$ cat config.mk
export PLATFORM = sky130hd
export DESIGN_NAME = bus_arbiter_fsm
export DESIGN_NICKNAME = d
export VERILOG_FILES = /design/src/hw/mem_bus_pkg.sv /design/src/hw/bus_arbiter_fsm.sv
export VERILOG_INCLUDE_DIRS = /design/src /design/src/include
export SDC_FILE = /design/constraint.sdc
export NUM_CORES = 1
export LEC_CHECK = 0
export BUFFER_PORTS_ARGS = -buffer_cell sky130_fd_sc_hd__buf_2
export CELL_PAD_IN_SITES_DETAIL_PLACEMENT = 0
export CELL_PAD_IN_SITES_GLOBAL_PLACEMENT = 1
export CORE_UTILIZATION = 22
export DETAILED_ROUTE_END_ITERATION = 7
export PLACE_DENSITY_LB_ADDON = 0.3
export SYNTH_ARGS = -nofsm -noshare
export SYNTH_HDL_FRONTEND = slang
export SYNTH_SLANG_ARGS = --single-unit
$ cat constraint.sdc
create_clock -name clk -period 1.1 [get_ports clk]
set_input_delay 0.11 -clock clk [delete_from_list [all_inputs] [get_ports clk]]
set_output_delay 0.11 -clock clk [all_outputs]
set_load 0.01 [all_outputs]
$ cat src/include/mem_bus_cfg.svh
`ifndef MEM_BUS_CFG_SVH
`define MEM_BUS_CFG_SVH

// bus and word geometry
`define MEM_ADDR_W      32
`define MEM_DATA_W      64
`define MEM_STRB_W      8
`define MEM_INST_W      32
`define MEM_DEPTH_LOG2  10

// access cycles, never below 1
`define MEM_LATENCY     2

// cacheable window of the core
`define MEM_WIN_BASE    32'h8000_0000
`define MEM_WIN_LAST    32'h87FF_FFFF

`define MEM_RESP_OKAY   2'd0
`define MEM_RESP_DECERR 2'd3

`endif

$ cat src/hw/mem_bus_pkg.sv
`include "mem_bus_cfg.svh"

package mem_bus_pkg;

    // **************************************************
    // plain vector types
    // **************************************************
    typedef logic [`MEM_ADDR_W-1:0] addr_t;
    typedef logic [`MEM_DATA_W-1:0] data_t;
    typedef logic [`MEM_STRB_W-1:0] strb_t;
    typedef logic [`MEM_INST_W-1:0] inst_t;
    typedef logic [1:0]             resp_t;

    // wide enough to hold MEM_LATENCY-1, also for latency 1
    typedef logic [$clog2(`MEM_LATENCY + 1)-1:0] lat_cnt_t;

    // **************************************************
    // channel payloads
    // **************************************************
    // aw and w merged, the sram takes them together
    typedef struct packed {
        addr_t addr;
        data_t data;
        strb_t strb;
    } wr_req_t;

    typedef struct packed {
        data_t data;
        resp_t resp;
    } rd_rsp_t;

    typedef struct packed {
        inst_t inst;
        resp_t resp;
    } inst_rsp_t;

    // arbiter states
    typedef enum logic [2:0] {
        IDLE,
        FETCH_WAIT,
        LOAD_WAIT,
        STORE_WAIT,
        FETCH_RSP,
        LOAD_RSP,
        STORE_RSP
    } arb_state_t;

    typedef enum logic [1:0] {
        GRANT_FETCH,
        GRANT_LOAD,
        GRANT_STORE
    } grant_t;

endpackage

$ cat src/hw/bus_arbiter_fsm.sv
`timescale 1ns/10ps

module bus_arbiter_fsm (
    input  logic                clk,
    input  logic                rst_n,

    // request valids
    input  logic                if_ar_valid_i,
    input  logic                ls_ar_valid_i,
    input  logic                ls_aw_valid_i,

    // response readies
    input  logic                if_r_ready_i,
    input  logic                ls_r_ready_i,
    input  logic                ls_b_ready_i,

    input  logic                acc_done_i,

    output logic                if_ar_ready_o,
    output logic                ls_ar_ready_o,
    output logic                ls_aw_ready_o,
    output logic                if_r_valid_o,
    output logic                ls_r_valid_o,
    output logic                ls_b_valid_o,
    output logic                capture_o,
    output mem_bus_pkg::grant_t grant_o,
    output logic                acc_start_o
);

    mem_bus_pkg::arb_state_t state_q;
    mem_bus_pkg::arb_state_t state_d;
    logic                    idle;
    logic                    any_req;

    assign idle    = (state_q == mem_bus_pkg::IDLE);
    assign any_req = ls_aw_valid_i | ls_ar_valid_i | if_ar_valid_i;

    // **************************************************
    // request side, store > load > fetch
    // **************************************************
    // fetch is held off while data traffic is pending
    assign ls_aw_ready_o = idle & ls_aw_valid_i;
    assign ls_ar_ready_o = idle & ls_ar_valid_i & ~ls_aw_valid_i;
    assign if_ar_ready_o = idle & if_ar_valid_i & ~ls_aw_valid_i & ~ls_ar_valid_i;

    // one handshake per idle cycle, so capture and start coincide
    assign capture_o   = idle & any_req;
    assign acc_start_o = idle & any_req;

    always_comb begin
        if (ls_aw_valid_i) begin
            grant_o = mem_bus_pkg::GRANT_STORE;
        end else if (ls_ar_valid_i) begin
            grant_o = mem_bus_pkg::GRANT_LOAD;
        end else begin
            grant_o = mem_bus_pkg::GRANT_FETCH;
        end
    end

    // **************************************************
    // state transitions
    // **************************************************
    always_comb begin
        state_d = state_q;
        case (state_q)
            mem_bus_pkg::IDLE: begin
                // done can already arrive here when latency is 1
                if (any_req) begin
                    case (grant_o)
                        mem_bus_pkg::GRANT_STORE:
                            state_d = acc_done_i ? mem_bus_pkg::STORE_RSP
                                                 : mem_bus_pkg::STORE_WAIT;
                        mem_bus_pkg::GRANT_LOAD:
                            state_d = acc_done_i ? mem_bus_pkg::LOAD_RSP
                                                 : mem_bus_pkg::LOAD_WAIT;
                        default:
                            state_d = acc_done_i ? mem_bus_pkg::FETCH_RSP
                                                 : mem_bus_pkg::FETCH_WAIT;
                    endcase
                end
            end
            mem_bus_pkg::FETCH_WAIT: begin
                if (acc_done_i) state_d = mem_bus_pkg::FETCH_RSP;
            end
            mem_bus_pkg::LOAD_WAIT: begin
                if (acc_done_i) state_d = mem_bus_pkg::LOAD_RSP;
            end
            mem_bus_pkg::STORE_WAIT: begin
                if (acc_done_i) state_d = mem_bus_pkg::STORE_RSP;
            end
            // hold the response until the requester takes it
            mem_bus_pkg::FETCH_RSP: begin
                if (if_r_ready_i) state_d = mem_bus_pkg::IDLE;
            end
            mem_bus_pkg::LOAD_RSP: begin
                if (ls_r_ready_i) state_d = mem_bus_pkg::IDLE;
            end
            mem_bus_pkg::STORE_RSP: begin
                if (ls_b_ready_i) state_d = mem_bus_pkg::IDLE;
            end
            default: state_d = mem_bus_pkg::IDLE;
        endcase
    end

    always_ff @(posedge clk) begin
        if (rst_n) begin
            state_q <= mem_bus_pkg::IDLE;
        end else begin
            state_q <= state_d;
        end
    end

    // response valids straight from the state register
    assign if_r_valid_o = (state_q == mem_bus_pkg::FETCH_RSP);
    assign ls_r_valid_o = (state_q == mem_bus_pkg::LOAD_RSP);
    assign ls_b_valid_o = (state_q == mem_bus_pkg::STORE_RSP);

endmodule

Yosys cells after proc, flatten, opt, wreduce, memory -nomap -nowiden
Cells that the tools add are included.

word-level totals
  register bits = 3
  input port bits = 9
  output and inout bits = 10
  word-level logic and storage cells = 43

operators by class
  eq/ne operators = 15
  mux-type cells = 14
  bitwise operators = 11
  reductions and logical operators = 2

operator list
  operator                                                          count
  3-bit 2-to-1 mux                                                  10
  3-bit one-hot mux with 7 select lines                             1
  2-bit != test (second input constant)                             6
  3-bit == test (second input constant)                             3
  1-bit AND                                                         7
  7-bit AND reduction                                               1
  3-bit by 2-bit == test with 1-bit output (second input constant)  2
  3-bit one-hot mux with 2 select lines                             1
  3-bit by 1-bit == test with 1-bit output (second input constant)  1
  3-bit zero test                                                   1
  2-bit by 1-bit == test with 1-bit output (second input constant)  1
  2-bit == test (second input constant)                             1
  2-bit 2-to-1 mux                                                  1
  2-bit by 1-bit != test with 1-bit output (second input constant)  1
  1-bit inverter                                                    2
  1-bit bitwise OR                                                  2
  1-bit 2-to-1 mux                                                  1

Depth between registers and ports, before layout
  depth after elaboration = 6
  mapped depth = 5
  mapped depth without buffers = 4

Worst setup path before layout
No wires, ideal clock.

  path type = flip-flop to flip-flop
  from = register state_q[0]
  to = register state_q[0]
  setup time = 0.072 ns
  arrival time = 1.166 ns
  data required time = 1.028 ns
  slack = -0.138 ns
  cell stages (with the launch flop) = 6
  clock period less this slack = 1.238 ns
  cell sequence = dfxtp_1 buf_6 mux2_4 o32a_1 o311ai_2 mux2i_1

on the way
  longest elaborated chain between the ends = 3
  elaborated cells on any way between the ends = 16
  classes of those cells = eq/ne (13); mux (1); reduce/logical (2)

RTL lines
  what                                                                                        RTL line                source
  start: declaration                                                                          bus_arbiter_fsm.sv:30   mem_bus_pkg::arb_state_t state_q;
  start signal: assignment                                                                    bus_arbiter_fsm.sv:107  state_q <= mem_bus_pkg::IDLE;
  start signal: assignment                                                                    bus_arbiter_fsm.sv:109  state_q <= state_d;
  3-bit by 1-bit == test with 1-bit output, or another cell as far along                      bus_arbiter_fsm.sv:65   case (state_q)
  2-bit != test (no line) / 2-bit by 1-bit != test with 1-bit output (equally long branches)  n/a
  7-bit AND reduction (no line)                                                               n/a

Several ways; a longest one is shown, not always the timed one.
A chain may end at the register's enable or synchronous reset.

Worst setup path after layout
  from = register state_q[0]
  to = output if_ar_ready_o

on the way
  longest elaborated chain between the ends = 4

RTL lines
  what                    RTL line               source
  3-bit zero test         bus_arbiter_fsm.sv:35  assign idle = (state_q == mem_bus_pkg::IDLE);
  1-bit AND (3 in a row)  bus_arbiter_fsm.sv:44  assign if_ar_ready_o = idle & if_ar_valid_i & ~ls_aw_valid_i & ~ls_ar_valid_i;
  end: declaration        bus_arbiter_fsm.sv:19  output logic if_ar_ready_o,

No other way between the ends.

==> impl_results.md <==
* Status: finished, violations left
* Failing checks: negative setup slack
* Crit path capture type: output pin
* Sink Count at 3
* Starting Density at 25.2%
* Diode count at 0
* Fin worst setup slack at -0.190 ns
* Setup violators final at 10
* Area Growth Syn to Fin at 88.1%
* Most frequent cells in the layout: buf_2, buf_4
* Final Skew at 0.00693 ns
* TritonCTS clock tree: built
* Commonest non-fill, non-tap cell in the layout: buf_2
* Worst hold stages at 2
* IO Port Bufs at 18
* HP Start: rst_n
* Synthesis-stage register bit count at 3
* Max-slew violations at 0
* R2R setup slack at -0.19 ns
* NumNets Final at 81
* Die Y at 38.6 um
* Detail Route Antenna Nets at 0
* Total CTS buffers at 3
* R2r worst-path depth at 4
* Post-synth net total at 49
* Worst slew pin tran at 0.293 ns
* Largest net degree at the start of global routing at 8
* P_leak at 0.272 nW
* First-pass GRT wire length at 1360 um
* Max reg flops at 3
* WHS at 0.0784 ns
* Max Cap Viol at 0
* Final Hold Viols at 0
* I/O Pins at 19
* Crit path kind: reg2out
* Reg2reg start: state_q[0]
* Initial DRC Count at 2
* Overall Global Routing Usage at 14.2%
* Placer Congestion at 0.792
* Dpl ws at -0.138 ns
* Headroom to the max-slew limit at 80.5%
* Row Count at 12
* Gate Count Post-Synth at 40
* RSZ-0062 raised after global routing: true
* Avg Inst Size Synth at 7.38 um2
* Drt wl/cell at 10.9 um
* Fin crit period at 1.29 ns
* First-pass DRT Iterations at 4
* Initial antenna violation count at 0
* Core region area at 1170 um2
* CP Max Fanout at 4
* Vias at 393
* Worst endpoint required time at 0.99 ns
* Area of the die at 1490 um2
* Largest Register: state_q
* CP arrival at 1.18 ns
* Die X at 38.6 um
* Hpwl dp at 626 um
* Routed WL at 925 um
* GR Overflow Total at 0
* Worst Hold Class: in2reg
* Sequential fraction of the synthesis area at 20.3%
* Worst-path clk slew at 0.04 ns
* Period utilisation layout at 117%
* Worst reg2reg path endpoint: state_q[0]
* Number of global-route vias before repair at 313
* Synthesis Warnings at 0
* Max VDD drop at 0.757 mV
* PwrDens at 1460 nW/um2
* Synth unique cells at 21
* Hold Path End: state_q[2]
* Vias per cell at 4.62
* Max frequency at 0.775 GHz
* Clock latency on the worst-skew pair at 0.24 ns
* DRC at 0
* Synthesized cell area at 295 um2
* CP Launch Type: register
* Regs by FF count: state_q x3
* H-tree depth at 1
* CTS Buffer Depth at 2
* Clock Root Buffer: clkbuf_4
* Ratio of cells with drive above 1 in the final layout at 64.8%
## worst max-delay path, stage by stage, from the launching register on
cell     delay, ns
dfxtp_4       0.35
nor3_4        0.21
buf_6         0.13
and3_1        0.14
buf_2         0.12
## cell type report
type,instances,area [um2]
sequential,3,71.3
multi-input combinational,32,241
timing repair buffer,30,191
fill,129,616
inverter,2,7.51
clock buffer,4,26.3
tap,14,17.5
## synth_stat cells, drive strengths merged
cell	instances	area, um2
and3	1	6.26
nand2	2	7.51
o21ai	3	15.0
mux2i	1	10.0
nor2b	3	18.8
buf	3	26.3
o32a	1	10.0
inv	2	7.51
nand2b	1	6.26
nor2	6	22.5
or2b	1	7.51
and2	2	12.5
o21a	1	7.51
a21oi	3	15.0
dfxtp	3	60.1
o311ai	1	16.3
mux2	1	15.0
nor3	3	15.0
xnor2	1	8.76
nand3b	1	7.51
## metrics by stage
step | utilization (%) | std cells | area (um2) | total power, mW | TNS, ns
floorplan | - | 40 | 304 | 0.379 | -0.268
global placement | 38.7 | 78 | 453 | 0.515 | -0.482
detailed placement | 38.7 | 78 | 453 | 0.512 | -0.468
CTS | 44.3 | 84 | 519 | 0.769 | -1.45
global route | 47.4 | 85 | 556 | 0.865 | -1.82
finish | 47.4 | 85 | 556 | 0.809 | -1.33
## how the worst max path moves through the flow
stage,start,endpoint,slack [ns],cells after the start
floorplan,state_q[0],state_q[0],-0.14,5
global placement,state_q[0],state_q[0],-0.1,4
detailed placement,state_q[0],state_q[0],-0.14,4
CTS,state_q[0],if_ar_ready_o,-0.20,4
global route,state_q[0],if_ar_ready_o,-0.23,4
finish,state_q[0],if_ar_ready_o,-0.19,4
## where the power goes
part           switching (mW)  internal (mW)
logic                   0.182          0.256
clock network          0.0615          0.136
registers              0.0370          0.136
## what timing repair did
action / CTS / global route
hold buffers: 0 / 0
setup buffers: 2 / 1
gates resized for setup: 8 / 8
setup endpoints to repair: 10 / 11
pin swaps: 1 / 4
## cell families (layout without fill, tap and decap cells)
family,Yosys count,in the layout,synth area share [%]
AO/OA/AOI/OAI,9,9,21.6
XOR/XNOR,1,1,2.97
buffers and inverters,5,36,11.4
flip-flops,3,3,20.3
multiplexers,2,2,8.47
AND/OR/NAND/NOR,20,20,35.2
## routing by layer
layer / wire, um / track usage [%]
met5: 0 / 0
met4: 20 / 10.3
met3: 35 / 3.47
met2: 471 / 23.8
met1: 397 / 15.3
Note: power is estimated with default switching activity, not from simulation.
