$ cat src/include/mem_bus_cfg.svh
`ifndef MEM_BUS_CFG_SVH
`define MEM_BUS_CFG_SVH

// bus and word geometry
`define MEM_ADDR_W      32
`define MEM_DATA_W      64
`define MEM_STRB_W      8
`define MEM_INST_W      32
`define MEM_DEPTH_LOG2  10

// access cycles, never below 1
`define MEM_LATENCY     2

// cacheable window of the core
`define MEM_WIN_BASE    32'h8000_0000
`define MEM_WIN_LAST    32'h87FF_FFFF

`define MEM_RESP_OKAY   2'd0
`define MEM_RESP_DECERR 2'd3

`endif

$ cat src/hw/mem_bus_pkg.sv
`include "mem_bus_cfg.svh"

package mem_bus_pkg;

    // **************************************************
    // plain vector types
    // **************************************************
    typedef logic [`MEM_ADDR_W-1:0] addr_t;
    typedef logic [`MEM_DATA_W-1:0] data_t;
    typedef logic [`MEM_STRB_W-1:0] strb_t;
    typedef logic [`MEM_INST_W-1:0] inst_t;
    typedef logic [1:0]             resp_t;

    // wide enough to hold MEM_LATENCY-1, also for latency 1
    typedef logic [$clog2(`MEM_LATENCY + 1)-1:0] lat_cnt_t;

    // **************************************************
    // channel payloads
    // **************************************************
    // aw and w merged, the sram takes them together
    typedef struct packed {
        addr_t addr;
        data_t data;
        strb_t strb;
    } wr_req_t;

    typedef struct packed {
        data_t data;
        resp_t resp;
    } rd_rsp_t;

    typedef struct packed {
        inst_t inst;
        resp_t resp;
    } inst_rsp_t;

    // arbiter states
    typedef enum logic [2:0] {
        IDLE,
        FETCH_WAIT,
        LOAD_WAIT,
        STORE_WAIT,
        FETCH_RSP,
        LOAD_RSP,
        STORE_RSP
    } arb_state_t;

    typedef enum logic [1:0] {
        GRANT_FETCH,
        GRANT_LOAD,
        GRANT_STORE
    } grant_t;

endpackage

$ cat src/hw/access_latency_timer.sv
`timescale 1ns/10ps
`include "mem_bus_cfg.svh"

module access_latency_timer (
    input  logic clk,
    input  logic rst_n,
    input  logic start_i,
    output logic done_o
);

    localparam mem_bus_pkg::lat_cnt_t LOAD_VAL = mem_bus_pkg::lat_cnt_t'(`MEM_LATENCY - 1);

    mem_bus_pkg::lat_cnt_t cnt_q;
    mem_bus_pkg::lat_cnt_t cnt_cur;
    logic                  busy_q;

    // start cycle counts as the first access cycle
    assign cnt_cur = start_i ? LOAD_VAL : cnt_q;
    assign done_o  = (start_i | busy_q) & (cnt_cur == '0);

    always_ff @(posedge clk) begin
        if (rst_n) begin
            busy_q <= 1'b0;
            cnt_q  <= '0;
        end else if (done_o) begin
            busy_q <= 1'b0;
        end else if (start_i) begin
            busy_q <= 1'b1;
            cnt_q  <= LOAD_VAL - 1'b1;
        end else if (busy_q) begin
            cnt_q  <= cnt_q - 1'b1;
        end
    end

endmodule

$ cat config.mk
export PLATFORM = sky130hd
export DESIGN_NAME = access_latency_timer
export DESIGN_NICKNAME = d
export VERILOG_FILES = /design/src/hw/mem_bus_pkg.sv /design/src/hw/access_latency_timer.sv
export VERILOG_INCLUDE_DIRS = /design/src /design/src/include
export SDC_FILE = /design/constraint.sdc
export NUM_CORES = 1
export LEC_CHECK = 0
export BUFFER_PORTS_ARGS = -buffer_cell sky130_fd_sc_hd__buf_2
export CAP_MARGIN = 20
export CORE_AREA = 2 2 39 41
export CTS_CLUSTER_SIZE = 24
export DETAILED_ROUTE_END_ITERATION = 6
export DIE_AREA = 0 0 41 43
export SKIP_LAST_GASP = 1
export SLEW_MARGIN = 20
export SYNTH_ARGS = -nofsm -noshare
export SYNTH_HDL_FRONTEND = slang
export SYNTH_SLANG_ARGS = --single-unit
$ cat constraint.sdc
create_clock -name clk -period 1 [get_ports clk]
set_input_delay 0 -clock clk [delete_from_list [all_inputs] [get_ports clk]]
set_output_delay 0 -clock clk [all_outputs]
set_load 0.01 [all_outputs]
---- Word-level counts from Yosys, hierarchy flattened ----
Index checks and enable logic that the tools add are counted.
word-level totals
  ROM bits ................................ 0
  latch bits .............................. 0
  memory bits (writable) .................. 0
  logic and storage cells ................. 13
  bits in registers ....................... 3
  memories ................................ 0
cells by class
  muxes and demuxes ....................... 3
  add/sub/neg operators ................... 1
  shift operators ......................... 0
  bitwise logic cells ..................... 3
  magnitude comparators ................... 0
  eq/ne operators ......................... 0
  multiply operators ...................... 0
  div/mod/pow operators ................... 0
  reductions and logical operators ........ 4
operators with widths
  cell                                              count
  two-way mux 2 bit                                 3
  logical NOT 2 bit                                 1
  AND reduction 2 bit                               1
  nonzero test 2 bit                                1
  OR reduction 2 bit                                1
  subtractor 2 x 1 -> 2 bit, second input constant  1
  AND 1 bit                                         1
  NOT 1 bit                                         1
  bitwise OR 1 bit                                  1

---- Depth between registers and ports, before layout ----
Gate-level depths: netlist of run 1.
  word-level depth ........................ 5
  depth in mapped cells ................... 2

---- Worst setup path after synthesis of run 1 ----
Ideal clock, no wire load.
  path type ............................... register to output
  from .................................... register cnt_q[0]
  to ...................................... output port done_o
  data required time ...................... 1.000 ns
  stages on the path, launching flop included .. 3
  arrival time ............................ 0.702 ns
  setup slack ............................. 0.298 ns
  cells stage by stage .................... dfxtp_1 > nand2b_1 > nor3_1
on the way
  word-level cells in the longest chain between the ends .. 3
RTL lines
  element                 RTL line                    source
  start, declared         access_latency_timer.sv:13  mem_bus_pkg::lat_cnt_t cnt_q;
  start signal, assigned  access_latency_timer.sv:29  cnt_q <= LOAD_VAL - 1'b1;
  start signal, assigned  access_latency_timer.sv:31  cnt_q <= cnt_q - 1'b1;
  two-way mux 2 bit       access_latency_timer.sv:18  assign cnt_cur = start_i ? LOAD_VAL : cnt_q;
  logical NOT 2 bit       access_latency_timer.sv:19  assign done_o = (start_i | busy_q) & (cnt_cur == '0);
  AND 1 bit               access_latency_timer.sv:19
  end, declared           access_latency_timer.sv:8   output logic done_o
Every way passes these cells.

---- Worst setup path in the final report of run 1 ----
Ends and elaborated chain as after synthesis.

==> implementation parameters, run 1 <==
Parameter                              Value

Synthesis
  Synth warn ... 0
  Leading cell types by count after synthesis ... dfxtp_1, nand2b_1
  Most used flip-flop cell after synthesis ... dfxtp_1
  Largest area contributor in the netlist ... dfxtp_1
  Cells after Synth ... 13
  Summed instance area of the synthesized netlist ... 116 um^2
  Syn Nets ... 16
  Most frequently used cell type in the post-synthesis netlist ... dfxtp_1
  Top cells by area in the synthesized netlist ... dfxtp_1, nand2b_1, a21boi_1
  Post-synthesis sequential area ratio ... 0.516
  Number of flops mapped to enable cells by yosys ... 0
  Top cell type's share of synthesized area ... 0.516
  Mean post-synth cell area ... around 9.0 um^2
  Fraction of registers with async set or reset after synthesis ... 0
  Flops & latches, synth ... 3
  Distinct cell type count of the synthesized netlist ... 10

Drt
  Number of vias in the routed layout ... 114
  First-pass DRT Iterations ... 2
  Wire length reported by the detailed router ... 235 um
  Wire length per cell ... 6.35 um
  First-iteration detailed-routing DRC count ... 2
  Routed Antenna Nets ... 0
  Number of remaining DRC errors ... 0
  Detailed-route vias per instance ... 3.08

Cells and area
  Net count of the finished layout ... 25
  Fillers ... 164
  Share of post-route cells with drive strength above 1 ... 0.381
  Final cell count without fillers ... 37
  Number of antenna cells inserted ... 0
  Synth-to-Final Area Change ... 72.0%
  Sequential standard cell area ... 60.1 um^2
  Post-layout instance area ... 200 um^2
  Total area of multi-input combinational cells ... 65.1 um^2

STA
  Setup violators final ... 0
  Fin Hold WS ... about 0.035 ns
  Time the final worst path needs with I/O delays and setup ... 0.923 ns
  Max Slew Vio Count ... 0
  Worst slew margin relative to its limit ... 0.891
  Share of the clock period used by the worst path ... 0.923
  Final Hold Vio Count ... 0
  Measured slew at the worst slew-check pin ... 0.161 ns
  Clock skew ... between 0.003 and 0.004 ns
  Maximum operating frequency ... 1080 MHz

Die
  Floorplan Core Area ... between 1000 and 1500 um^2
  Site row count ... 14
  Vertical extent of the die ... 43 um
  Area enclosed by the die boundary ... 1760 um^2
  Io pins ... 4
  Starting density of the core ... 0.0841
  Die Span X ... 41 um

Clocking
  Root buffer selected by CTS ... clkbuf_4
  Number of CTS-inserted buffers ... 3
  Sinks on the clock net ... 3
  TritonCTS clock tree ... built
  Count of buffers added by post-CTS timing repair for setup ... 0
  Later-pin clock latency in the skew report ... 0.23 ns
  Number of levels the H-tree was split into ... 1
  Maximum clock path buffer count ... 2
  Clock-pin transition on the worst setup and hold timing paths ... 0.04 ns

Worst hold path
  Endpoint with the worst hold slack ... busy_q$_SDFFE_PP0P_
  Worst min-delay path category ... primary input to flop
  Beginning of the worst hold path ... start_i
  Instance count along the most critical hold path ... 3

Power and ir drop
  Leak Pwr ... 0.0816 nW
  Ratio of total power to cell area ... 1760 nW/um^2
  Maximum vdd ir drop ... roughly 0.00020 V

Global routing
  All-Layer GR Usage ... 0.0321
  Largest net degree at the start of global routing ... 5
  Initial antenna violation count ... 0
  Global-route wire length before repair ... 310 um
  Global route total overflow ... 0
  Via count of the first global-routing pass ... around 110

Worst setup path
  Sort of element at the start of the critical path ... flop
  Required time at the endpoint of the critical path ... 1.00 ns
  Worst R2R Setup Slack ... ~0.27 ns
  Arrival time of data at the critical path endpoint ... 0.92 ns
  Worst reg2reg path depth ... 2
  Nature of the critical path endpoint ... output pin
  Worst R2R Start ... busy_q$_SDFFE_PP0P_
  Maximum fanout encountered on the critical timing path ... 4
  Worst flop-to-flop path endpoint ... busy_q$_SDFFE_PP0P_
  Category of the critical setup timing path ... flop to output pin

Outcome
  Run status ... finished, final reports clean

Placement
  Total cell area at the placement stage ... 151 um^2
  Input/output buffers ... 3
  Placed Cells ... 32
  Weighted congestion at the end of routability-driven global placement ... roughly 0.45

Run
  Max-cap violations ... 0
per-stage QoR:
| step | TNS (ns) | power [mW] | util | setup slack (ns) |
|---|---|---|---|---|
| after floorplan | 0 | 0.132 | - | 0.298 |
| after global placement | 0 | 0.140 | 0.109 | 0.272 |
| after detailed placement | 0 | 0.140 | 0.109 | 0.274 |
| after CTS | 0 | 0.364 | 0.136 | 0.0342 |
| after global routing | -0.00383 | 0.385 | 0.145 | -0.00383 |
| final | 0 | 0.352 | 0.145 | 0.0767 |
report_power, final:
| group | switching [mW] | total [mW] | internal [mW] |
|---|---|---|---|
| Clock | 0.0582 | 0.207 | 0.149 |
| Sequential | 0.00281 | 0.125 | 0.123 |
| Combinational | 0.00791 | 0.0194 | 0.0114 |
per-layer routing:
layer | track usage | vias up | wire (um)
met5 | 0 | - | 0
met4 | 0.0600 | 0 | 0
met3 | 0.0157 | 0 | 9
met2 | 0.0469 | 2 | 138
met1 | 0.0160 | 52 | 87
li1 | - | 60 | -
how the worst max path moves through the flow:
stage | startpoint | to | slack, ns
3_5_place_dp | cnt_q[0]$_SDFFE_PP0P_ | cnt_q[1]$_SDFFE_PP0P_ | 0.27
6_report | cnt_q[0]$_SDFFE_PP0P_ | done_o | 0.08
5_1_grt | busy_q$_SDFFE_PP0P_ | done_o | -0.004
4_1_cts | cnt_q[0]$_SDFFE_PP0P_ | done_o | 0.03
3_3_place_gp | cnt_q[0]$_SDFFE_PP0P_ | cnt_q[1]$_SDFFE_PP0P_ | 0.27
2_1_floorplan | cnt_q[0]$_SDFFE_PP0P_ | done_o | 0.30
worst max-delay path, cell delays in order, from the launching register on:
cell,delay (ns)
dfxtp_1,0.31
nand2b_4,0.14
nor3_2,0.09
buf_2,0.15
final cells by class:
class	instances	share of cell area
multi-input cells	9	0.325
inverters	1	0.0188
well taps	16	0.100
flip-flops and latches	3	0.300
repair buffers	4	0.125
clock buffers	4	0.131
logic make-up after synthesis:
| family | synth area share |
|---|---|
| flip-flops | 0.516 |
| AND/OR/NAND/NOR | 0.301 |
| AO/OA/AOI/OAI | 0.150 |
| buffers and inverters | 0.0322 |
cells in the final DEF (no fill, tap or decap), drive strengths merged:
cell,n
o21ai,1
and3,1
clkbuf,4
nand3b,1
inv,1
a21oi,1
dlygate4sd3,1
nor3,1
dfxtp,3
a21boi,1
buf,3
nand2b,2
nor2,1
sequential cells by signal (all words and copies together), names as in the netlist:
name,flops
busy_q,1
cnt_q,2
what timing repair did:
action	in CTS	in global routing
gates resized for setup	0	2
hold buffers	1	0
setup endpoints to repair	0	1
endpoints found under the hold margin	1	0
No activity file was read; power rests on OpenSTA's default activity.
==> inputs of run 2 (changes only) <==
--- a/config.mk
+++ b/config.mk
@@ -6,6 +6,7 @@
 export SDC_FILE = /design/constraint.sdc
 export NUM_CORES = 1
 export LEC_CHECK = 0
+export ABC_AREA = 1
 export BUFFER_PORTS_ARGS = -buffer_cell sky130_fd_sc_hd__buf_2
 export CAP_MARGIN = 20
 export CORE_AREA = 2 2 39 41
==> run 2 against run 1 <==
Non-clock buffer count is 1 higher. Register-to-register slack worse by 0.07 ns. Utilization is 1.9 points higher. Cell area up 13%. Clock skew down 0.0020 ns. Combinational power increased by 49%. Clock power increased by 2%. Sequential power barely moved. First-iteration DRC count grew to 3.0 times the previous value. Sequential cell count unchanged. Setup slack lost 0.040 ns.
==> implementation parameters, run 2 <==
Parameter                              Value

Worst setup path
  Crit-path leading delay family ... flip-flops
  Worst flop-to-flop path endpoint ... cnt_q[0]$_SDFFE_PP0P_
  Required time at the endpoint of the critical path ... 1.00 ns (about the same)
  Arrival time of data at the critical path endpoint ... 0.96 ns (+0.04 ns)
  Crit path depth ... 4 (+1)
  Nature of the critical path endpoint ... output pin
  Worst R2R Start ... busy_q$_SDFFE_PP0P_
  Worst reg2reg path depth ... 5 (+3)
  Crit path to ... done_o
  Startpoint of the most critical setup path ... busy_q$_SDFFE_PP0P_
  Worst R2R Setup Slack ... 0.20 ns (-0.07 ns)
  Maximum fanout encountered on the critical timing path ... 2 (-2)
  Buffers and inverters on the worst path ... 2 (+1)
  Ordered cell list for the critical path ... inv_2, nor2_4, and3_2, buf_6
  Slowest stage delay, CP ... 0.32 ns (about the same)
  Category of the critical setup timing path ... flop to output pin
  Critical-path cell with the highest stage delay ... dfxtp_2
  Sort of element at the start of the critical path ... flop

Worst hold path
  Worst min-delay path category ... primary input to flop
  Beginning of the worst hold path ... start_i

STA
  Total Negative Setup Slacks ... 0 ns (unchanged)
  Clock skew ... 0.00113 ns (-0.00199 ns)
  Worst slew margin relative to its limit ... 0.891 (about the same)
  Final Hold Vio Count ... 0 (unchanged)
  Fin Hold WS ... 0.0445 ns (+0.00918 ns)
  Setup violators final ... 0 (unchanged)
  Measured slew at the worst slew-check pin ... 0.162 ns (+0.000546 ns)
  Share of the clock period used by the worst path ... 0.963 (+0.0400)
  Crit path setup slack, layout ... 0.0367 ns (-0.0400 ns)
  Maximum operating frequency ... 1040 MHz (-4.1%)
  Time the final worst path needs with I/O delays and setup ... 0.963 ns (+0.0400 ns)
  Max Slew Vio Count ... 0 (unchanged)
  Unrepaired setup endpoints after global routing ... true

Die
  Area enclosed by the die boundary ... 1760 um^2 (unchanged)
  Site row count ... 14 (unchanged)
  Floorplan Core Area ... 1380 um^2 (unchanged)
  Die Span X ... 41 um (unchanged)
  Starting density of the core ... 0.101 (+0.0172)
  Io pins ... 4 (unchanged)
  Vertical extent of the die ... 43 um (unchanged)

Synthesis
  Most used flip-flop cell after synthesis ... dfxtp_1
  Top cell type's share of synthesized area ... 0.429 (-0.0876)
  Top cells by area in the synthesized netlist ... dfxtp_1, nor3b_2, nor2_4
  Cells after Synth ... 16 (+3)
  Most frequently used cell type in the post-synthesis netlist ... dfxtp_1
  Mean post-synth cell area ... 8.76 um^2 (-2.2%)
  Summed instance area of the synthesized netlist ... 140 um^2 (+20%)
  Leading cell types by count after synthesis ... dfxtp_1, inv_1, nor2_1
  Number of flops mapped to enable cells by yosys ... 0 (unchanged)
  Distinct cell type count of the synthesized netlist ... 12 (+2)
  Largest area contributor in the netlist ... dfxtp_1
  Syn Nets ... 19 (+3)
  Flops & latches, synth ... 3 (unchanged)
  Post-synthesis sequential area ratio ... 0.429 (-0.0876)
  Fraction of registers with async set or reset after synthesis ... 0 (unchanged)
  Synth warn ... 0 (unchanged)

Global routing
  Global-route wire length before repair ... 386 um (+25%)
  Via count of the first global-routing pass ... 118 (+9.3%)
  Global route total overflow ... 0 (unchanged)
  All-Layer GR Usage ... 0.0410 (+0.00890)
  Initial antenna violation count ... 0 (unchanged)
  Largest net degree at the start of global routing ... 5 (unchanged)

Drt
  Number of remaining DRC errors ... 0 (unchanged)
  Detailed-route vias per instance ... 3.17 (+2.9%)
  Routed Antenna Nets ... 0 (unchanged)
  Number of vias in the routed layout ... 130 (+14%)
  Wire length per cell ... 7.02 um (+11%)
  First-pass DRT Iterations ... 4 (+2)
  First-iteration detailed-routing DRC count ... 6 (+4)
  Wire length reported by the detailed router ... 288 um (+23%)

Placement
  Worst Setup Slack post-DPL ... 0.235 ns (-0.0392 ns)
  Input/output buffers ... 3 (unchanged)
  Weighted congestion at the end of routability-driven global placement ... 0.484 (+6.7%)
  Total cell area at the placement stage ... 175 um^2 (+16%)

Cells and area
  Net count of the finished layout ... 29 (+16%)
  Commonest non-fill, non-tap cell in the layout ... clkbuf_4
  Synth-to-Final Area Change ... 61.6%
  Final design utilization ... 0.164 (+0.0190)
  Commonest cells after routing, fill and taps aside ... clkbuf_4, inv_1, nor2_1, dfxtp_1, buf_2
  Fillers ... 158 (-3.7%)
  Largest registers ... cnt_q: 2 flops, busy_q: 1 flops
  Post-layout instance area ... 226 um^2 (+13%)
  Flip-flop count of the largest register, all copies and words added ... 2 (unchanged)
  Share of post-route cells with drive strength above 1 ... 0.520 (+0.139)
  Register bank with the most flops ... cnt_q
  Number of antenna cells inserted ... 0 (unchanged)

Clocking
  Clock-pin transition on the worst setup and hold timing paths ... 0.04 ns (about the same)
  Root buffer selected by CTS ... clkbuf_4
  Later-pin clock latency in the skew report ... 0.23 ns (about the same)
  TritonCTS clock tree ... built
  Number of CTS-inserted buffers ... 3 (unchanged)
  Number of levels the H-tree was split into ... 1 (unchanged)
  Maximum clock path buffer count ... 2 (unchanged)
  Sinks on the clock net ... 3 (unchanged)

Outcome
  Run status ... finished, final reports clean

Power and ir drop
  Maximum vdd ir drop ... 0.000399 V (+100%)
  Leak Pwr ... 0.0925 nW (+13%)
  Ratio of total power to cell area ... 1610 nW/um^2 (-8.3%)

Run
  Max-cap violations ... 0 (unchanged)
[run 2: metal layers]
layer | global-route usage | routed length, um | vias up
li1 | - | - | 68
met1 | 0.0317 | 143 | 55
met2 | 0.0406 | 120 | 7
met3 | 0.0628 | 24 | 0
met4 | 0.0400 | 0 | 0
met5 | 0 | 0 | -
[run 2: how the worst min path moves through the flow]
stage / to / cells after the start
2_1_floorplan: cnt_q[0]$_SDFFE_PP0P_ / 1
3_3_place_gp: cnt_q[0]$_SDFFE_PP0P_ / 2
3_5_place_dp: cnt_q[0]$_SDFFE_PP0P_ / 2
4_1_cts: busy_q$_SDFFE_PP0P_ / 3
5_1_grt: busy_q$_SDFFE_PP0P_ / 3
6_report: busy_q$_SDFFE_PP0P_ / 3
[run 2: cells by family (layout without fill, tap and decap cells)]
kind of cell | after synthesis | count (layout) | synth area share
simple gates | 8 | 8 | 0.375
flops | 3 | 3 | 0.429
buf+inv | 3 | 12 | 0.0804
compound gates | 2 | 2 | 0.116
[run 2: what timing repair did]
| action | in CTS | in global routing |
|---|---|---|
| endpoints found under the setup margin | 1 | 1 |
| pin swaps | 0 | 1 |
| cloned | 0 | 0 |
| hold buffers | 1 | 0 |
| buffers inserted | 0 | 1 |
| resized for setup | 1 | 1 |
| hold endpoints to repair | 2 | 0 |
[run 2: power by group]
| group | total, mW | internal, mW | switching (mW) |
|---|---|---|---|
| registers | 0.124 | 0.123 | 0.00134 |
| logic | 0.0289 | 0.0160 | 0.0129 |
| clock network | 0.212 | 0.149 | 0.0628 |
| total | 0.365 | 0.288 | 0.0770 |
[run 2: final cells by class]
type,instances,area (um^2),area share
multi-input combinational,10,68.8,0.304
timing repair buffer,5,38.8,0.171
sequential,3,61.3,0.271
clock buffer,4,26.3,0.116
tap,16,20.0,0.0884
inverter,3,11.3,0.0497
[run 2: tightest hold or removal path, delay by kind of cell]
kind,cells,cell delay [ns]
AND/OR/NAND/NOR,2,0.13
buffers and inverters,1,0.11
[run 2: per-stage QoR]
step / power, mW / std cells
detailed placement: 0.146 / 35
CTS: 0.371 / 40
global placement: 0.146 / 35
global route: 0.409 / 41
finish: 0.365 / 41
floorplan: 0.137 / 16
==> inputs of run 3 (changes only) <==
--- a/config.mk
+++ b/config.mk
@@ -13,6 +13,8 @@
 export CTS_CLUSTER_SIZE = 24
 export DETAILED_ROUTE_END_ITERATION = 6
 export DIE_AREA = 0 0 41 43
+export PLACE_DENSITY = 0.35
+export REMOVE_ABC_BUFFERS = 1
 export SKIP_LAST_GASP = 1
 export SLEW_MARGIN = 20
 export SYNTH_ARGS = -nofsm -noshare
==> run 3 against run 2 <==
Largest cell class unchanged. Count of clock-buffer cells in the layout is the same. Non-clock buffer count down 1. Cell area is 1.7% lower. Sequential power barely moved. Die area unchanged. Largest power group unchanged. Register-to-register slack improved by 0.05 ns. Wire length is 2.8% lower. Sequential share of layout area is 0.46 points higher.
==> implementation parameters, run 3 (same netlist as run 2, synthesis figures left out) <==
Parameter                              Value

STA
  Share of the clock period used by the worst path ... 0.992 (+0.0284)
  Unrepaired setup endpoints after global routing ... true
  Maximum operating frequency ... 1010 MHz (-2.9%)
  Worst slew margin relative to its limit ... 0.890 (-0.00156)
  Time the final worst path needs with I/O delays and setup ... 0.992 ns (+0.0284 ns)
  Max Slew Vio Count ... 0 (unchanged)
  Crit path setup slack, layout ... 0.00833 ns (-0.0284 ns)
  Measured slew at the worst slew-check pin ... 0.164 ns (+0.00233 ns)
  Final Hold Vio Count ... 0 (unchanged)
  Total Negative Setup Slacks ... 0 ns (unchanged)
  Setup violators final ... 0 (unchanged)
  Fin Hold WS ... 0.0560 ns (+0.0115 ns)
  Clock skew ... 0.00168 ns (+0.000555 ns)

Die
  Die Span X ... 41 um (unchanged)
  Vertical extent of the die ... 43 um (unchanged)
  Floorplan Core Area ... 1380 um^2 (unchanged)
  Starting density of the core ... 0.101 (unchanged)
  Site row count ... 14 (unchanged)
  Area enclosed by the die boundary ... 1760 um^2 (unchanged)
  Io pins ... 4 (unchanged)

Worst hold path
  Worst min-delay path category ... primary input to flop
  Instance count along the most critical hold path ... 3 (unchanged)
  Beginning of the worst hold path ... start_i

Clocking
  Sinks on the clock net ... 3 (unchanged)
  Clock-pin transition on the worst setup and hold timing paths ... 0.03 ns (about the same)
  Root buffer selected by CTS ... clkbuf_4
  Count of buffers added by post-CTS timing repair for setup ... 0 (unchanged)
  Number of CTS-inserted buffers ... 3 (unchanged)
  Later-pin clock latency in the skew report ... 0.23 ns (about the same)
  Maximum clock path buffer count ... 2 (unchanged)
  TritonCTS clock tree ... built
  Number of levels the H-tree was split into ... 1 (unchanged)

Worst setup path
  Ordered cell list for the critical path ... inv_2, nor2_4, and3_4, buf_6
  Arrival time of data at the critical path endpoint ... 0.99 ns (+0.03 ns)
  Nature of the critical path endpoint ... output pin
  Worst R2R Start ... cnt_q[1]$_SDFFE_PP0P_
  Startpoint of the most critical setup path ... busy_q$_SDFFE_PP0P_
  Required time at the endpoint of the critical path ... 1.00 ns (about the same)
  Slowest stage delay, CP ... 0.32 ns (about the same)
  Category of the critical setup timing path ... flop to output pin
  Maximum fanout encountered on the critical timing path ... 3 (+1)
  Worst reg2reg path depth ... 4 (-1)
  Sort of element at the start of the critical path ... flop
  Critical-path cell with the highest stage delay ... dfxtp_2

Cells and area
  Flip-flop count of the largest register, all copies and words added ... 2 (unchanged)
  Commonest cells after routing, fill and taps aside ... clkbuf_4, inv_1, nor2_1, dfxtp_1, buf_2
  Post-layout instance area ... 223 um^2 (-1.7%)
  Largest registers ... cnt_q: 2 flops, busy_q: 1 flops
  Final design utilization ... 0.161 (-0.00271)
  Fillers ... 154 (-2.5%)
  Total area of multi-input combinational cells ... 72.6 um^2 (+5.5%)
  Final cell count without fillers ... 40 (-2.4%)
  Synth-to-Final Area Change ... 58.9%
  Number of antenna cells inserted ... 0 (unchanged)
  Sequential standard cell area ... 61.3 um^2 (unchanged)
  Commonest non-fill, non-tap cell in the layout ... clkbuf_4
  Share of post-route cells with drive strength above 1 ... 0.500 (-0.0200)
  Register bank with the most flops ... cnt_q
  Net count of the finished layout ... 28 (-3.4%)

Drt
  Number of remaining DRC errors ... 0 (unchanged)
  First-pass DRT Iterations ... 2 (-2)
  Wire length reported by the detailed router ... 280 um (-2.8%)
  Routed Antenna Nets ... 0 (unchanged)
  Wire length per cell ... 7.00 um (-0.35%)
  First-iteration detailed-routing DRC count ... 4 (-2)
  Number of vias in the routed layout ... 131 (+0.77%)
  Detailed-route vias per instance ... 3.28 (+3.3%)

Power and ir drop
  Leak Pwr ... 0.0860 nW (-7.0%)
  Power after layout ... 357 uW (-2.2%)
  Ratio of total power to cell area ... 1600 nW/um^2 (-0.55%)
  Maximum vdd ir drop ... 0.000371 V (-7.1%)

Outcome
  Run status ... finished, final reports clean

Global routing
  Via count of the first global-routing pass ... 116 (-1.7%)
  All-Layer GR Usage ... 0.0421 (+0.00113)
  Largest net degree at the start of global routing ... 5 (unchanged)
  Global-route wire length before repair ... 407 um (+5.4%)
  Global route total overflow ... 0 (unchanged)
  Initial antenna violation count ... 0 (unchanged)

Placement
  Weighted congestion at the end of routability-driven global placement ... 0.525 (+8.5%)
  Placed Cells ... 35 (unchanged)
  Input/output buffers ... 3 (unchanged)
  Total cell area at the placement stage ... 175 um^2 (unchanged)
  Worst Setup Slack post-DPL ... 0.234 ns (-0.000493 ns)

Run
  Max-cap violations ... 0 (unchanged)
## run 3: layout make-up
type                       instances  area share
clock buffer                       4       0.118
inverter                           3      0.0506
multi-input combinational         10       0.326
sequential                         3       0.275
tap                               16      0.0899
timing repair buffer               4       0.140
## run 3: per-layer routing
layer | part of all wire | track usage | routed length (um) | up-vias
met5 | 0 | 0 | 0 | -
met4 | 0 | 0.0600 | 0 | 0
met3 | 0.12 | 0.0471 | 33 | 0
met2 | 0.44 | 0.0406 | 123 | 4
met1 | 0.44 | 0.0353 | 123 | 61
li1 | - | - | - | 66
## run 3: what timing repair did
item                                   4_1_cts  5_1_grt
endpoints found under the hold margin        2        0
hold buffers                                 1        0
resized for setup                            1        2
setup endpoints to repair                    1        1
pin swaps                                    0        1
## run 3: report_power, final
group / switching [mW] / leakage [nW] / total [mW] / internal, mW
Combinational: 0.0128 / 0.0463 / 0.0274 / 0.0146
Sequential: 0.00120 / 0.0247 / 0.124 / 0.123
Clock: 0.0568 / 0.0150 / 0.206 / 0.149
Total: 0.0708 / 0.0860 / 0.357 / 0.287
## run 3: worst paths after layout
| path | end | slack (ns) |
|---|---|---|
| worst max register to register | cnt_q[0]$_SDFFE_PP0P_ | 0.25 |
| worst min register to register | busy_q$_SDFFE_PP0P_ | 0.49 |
| worst max-delay path | done_o | 0.008 |
| worst min-delay path | busy_q$_SDFFE_PP0P_ | 0.06 |
## run 3: critical path, delay by kind of cell, from the launching register on
family,cells,cell delay (ns)
DFF,1,0.32
buffers and inverters,2,0.14
and+or+nand+nor,2,0.30
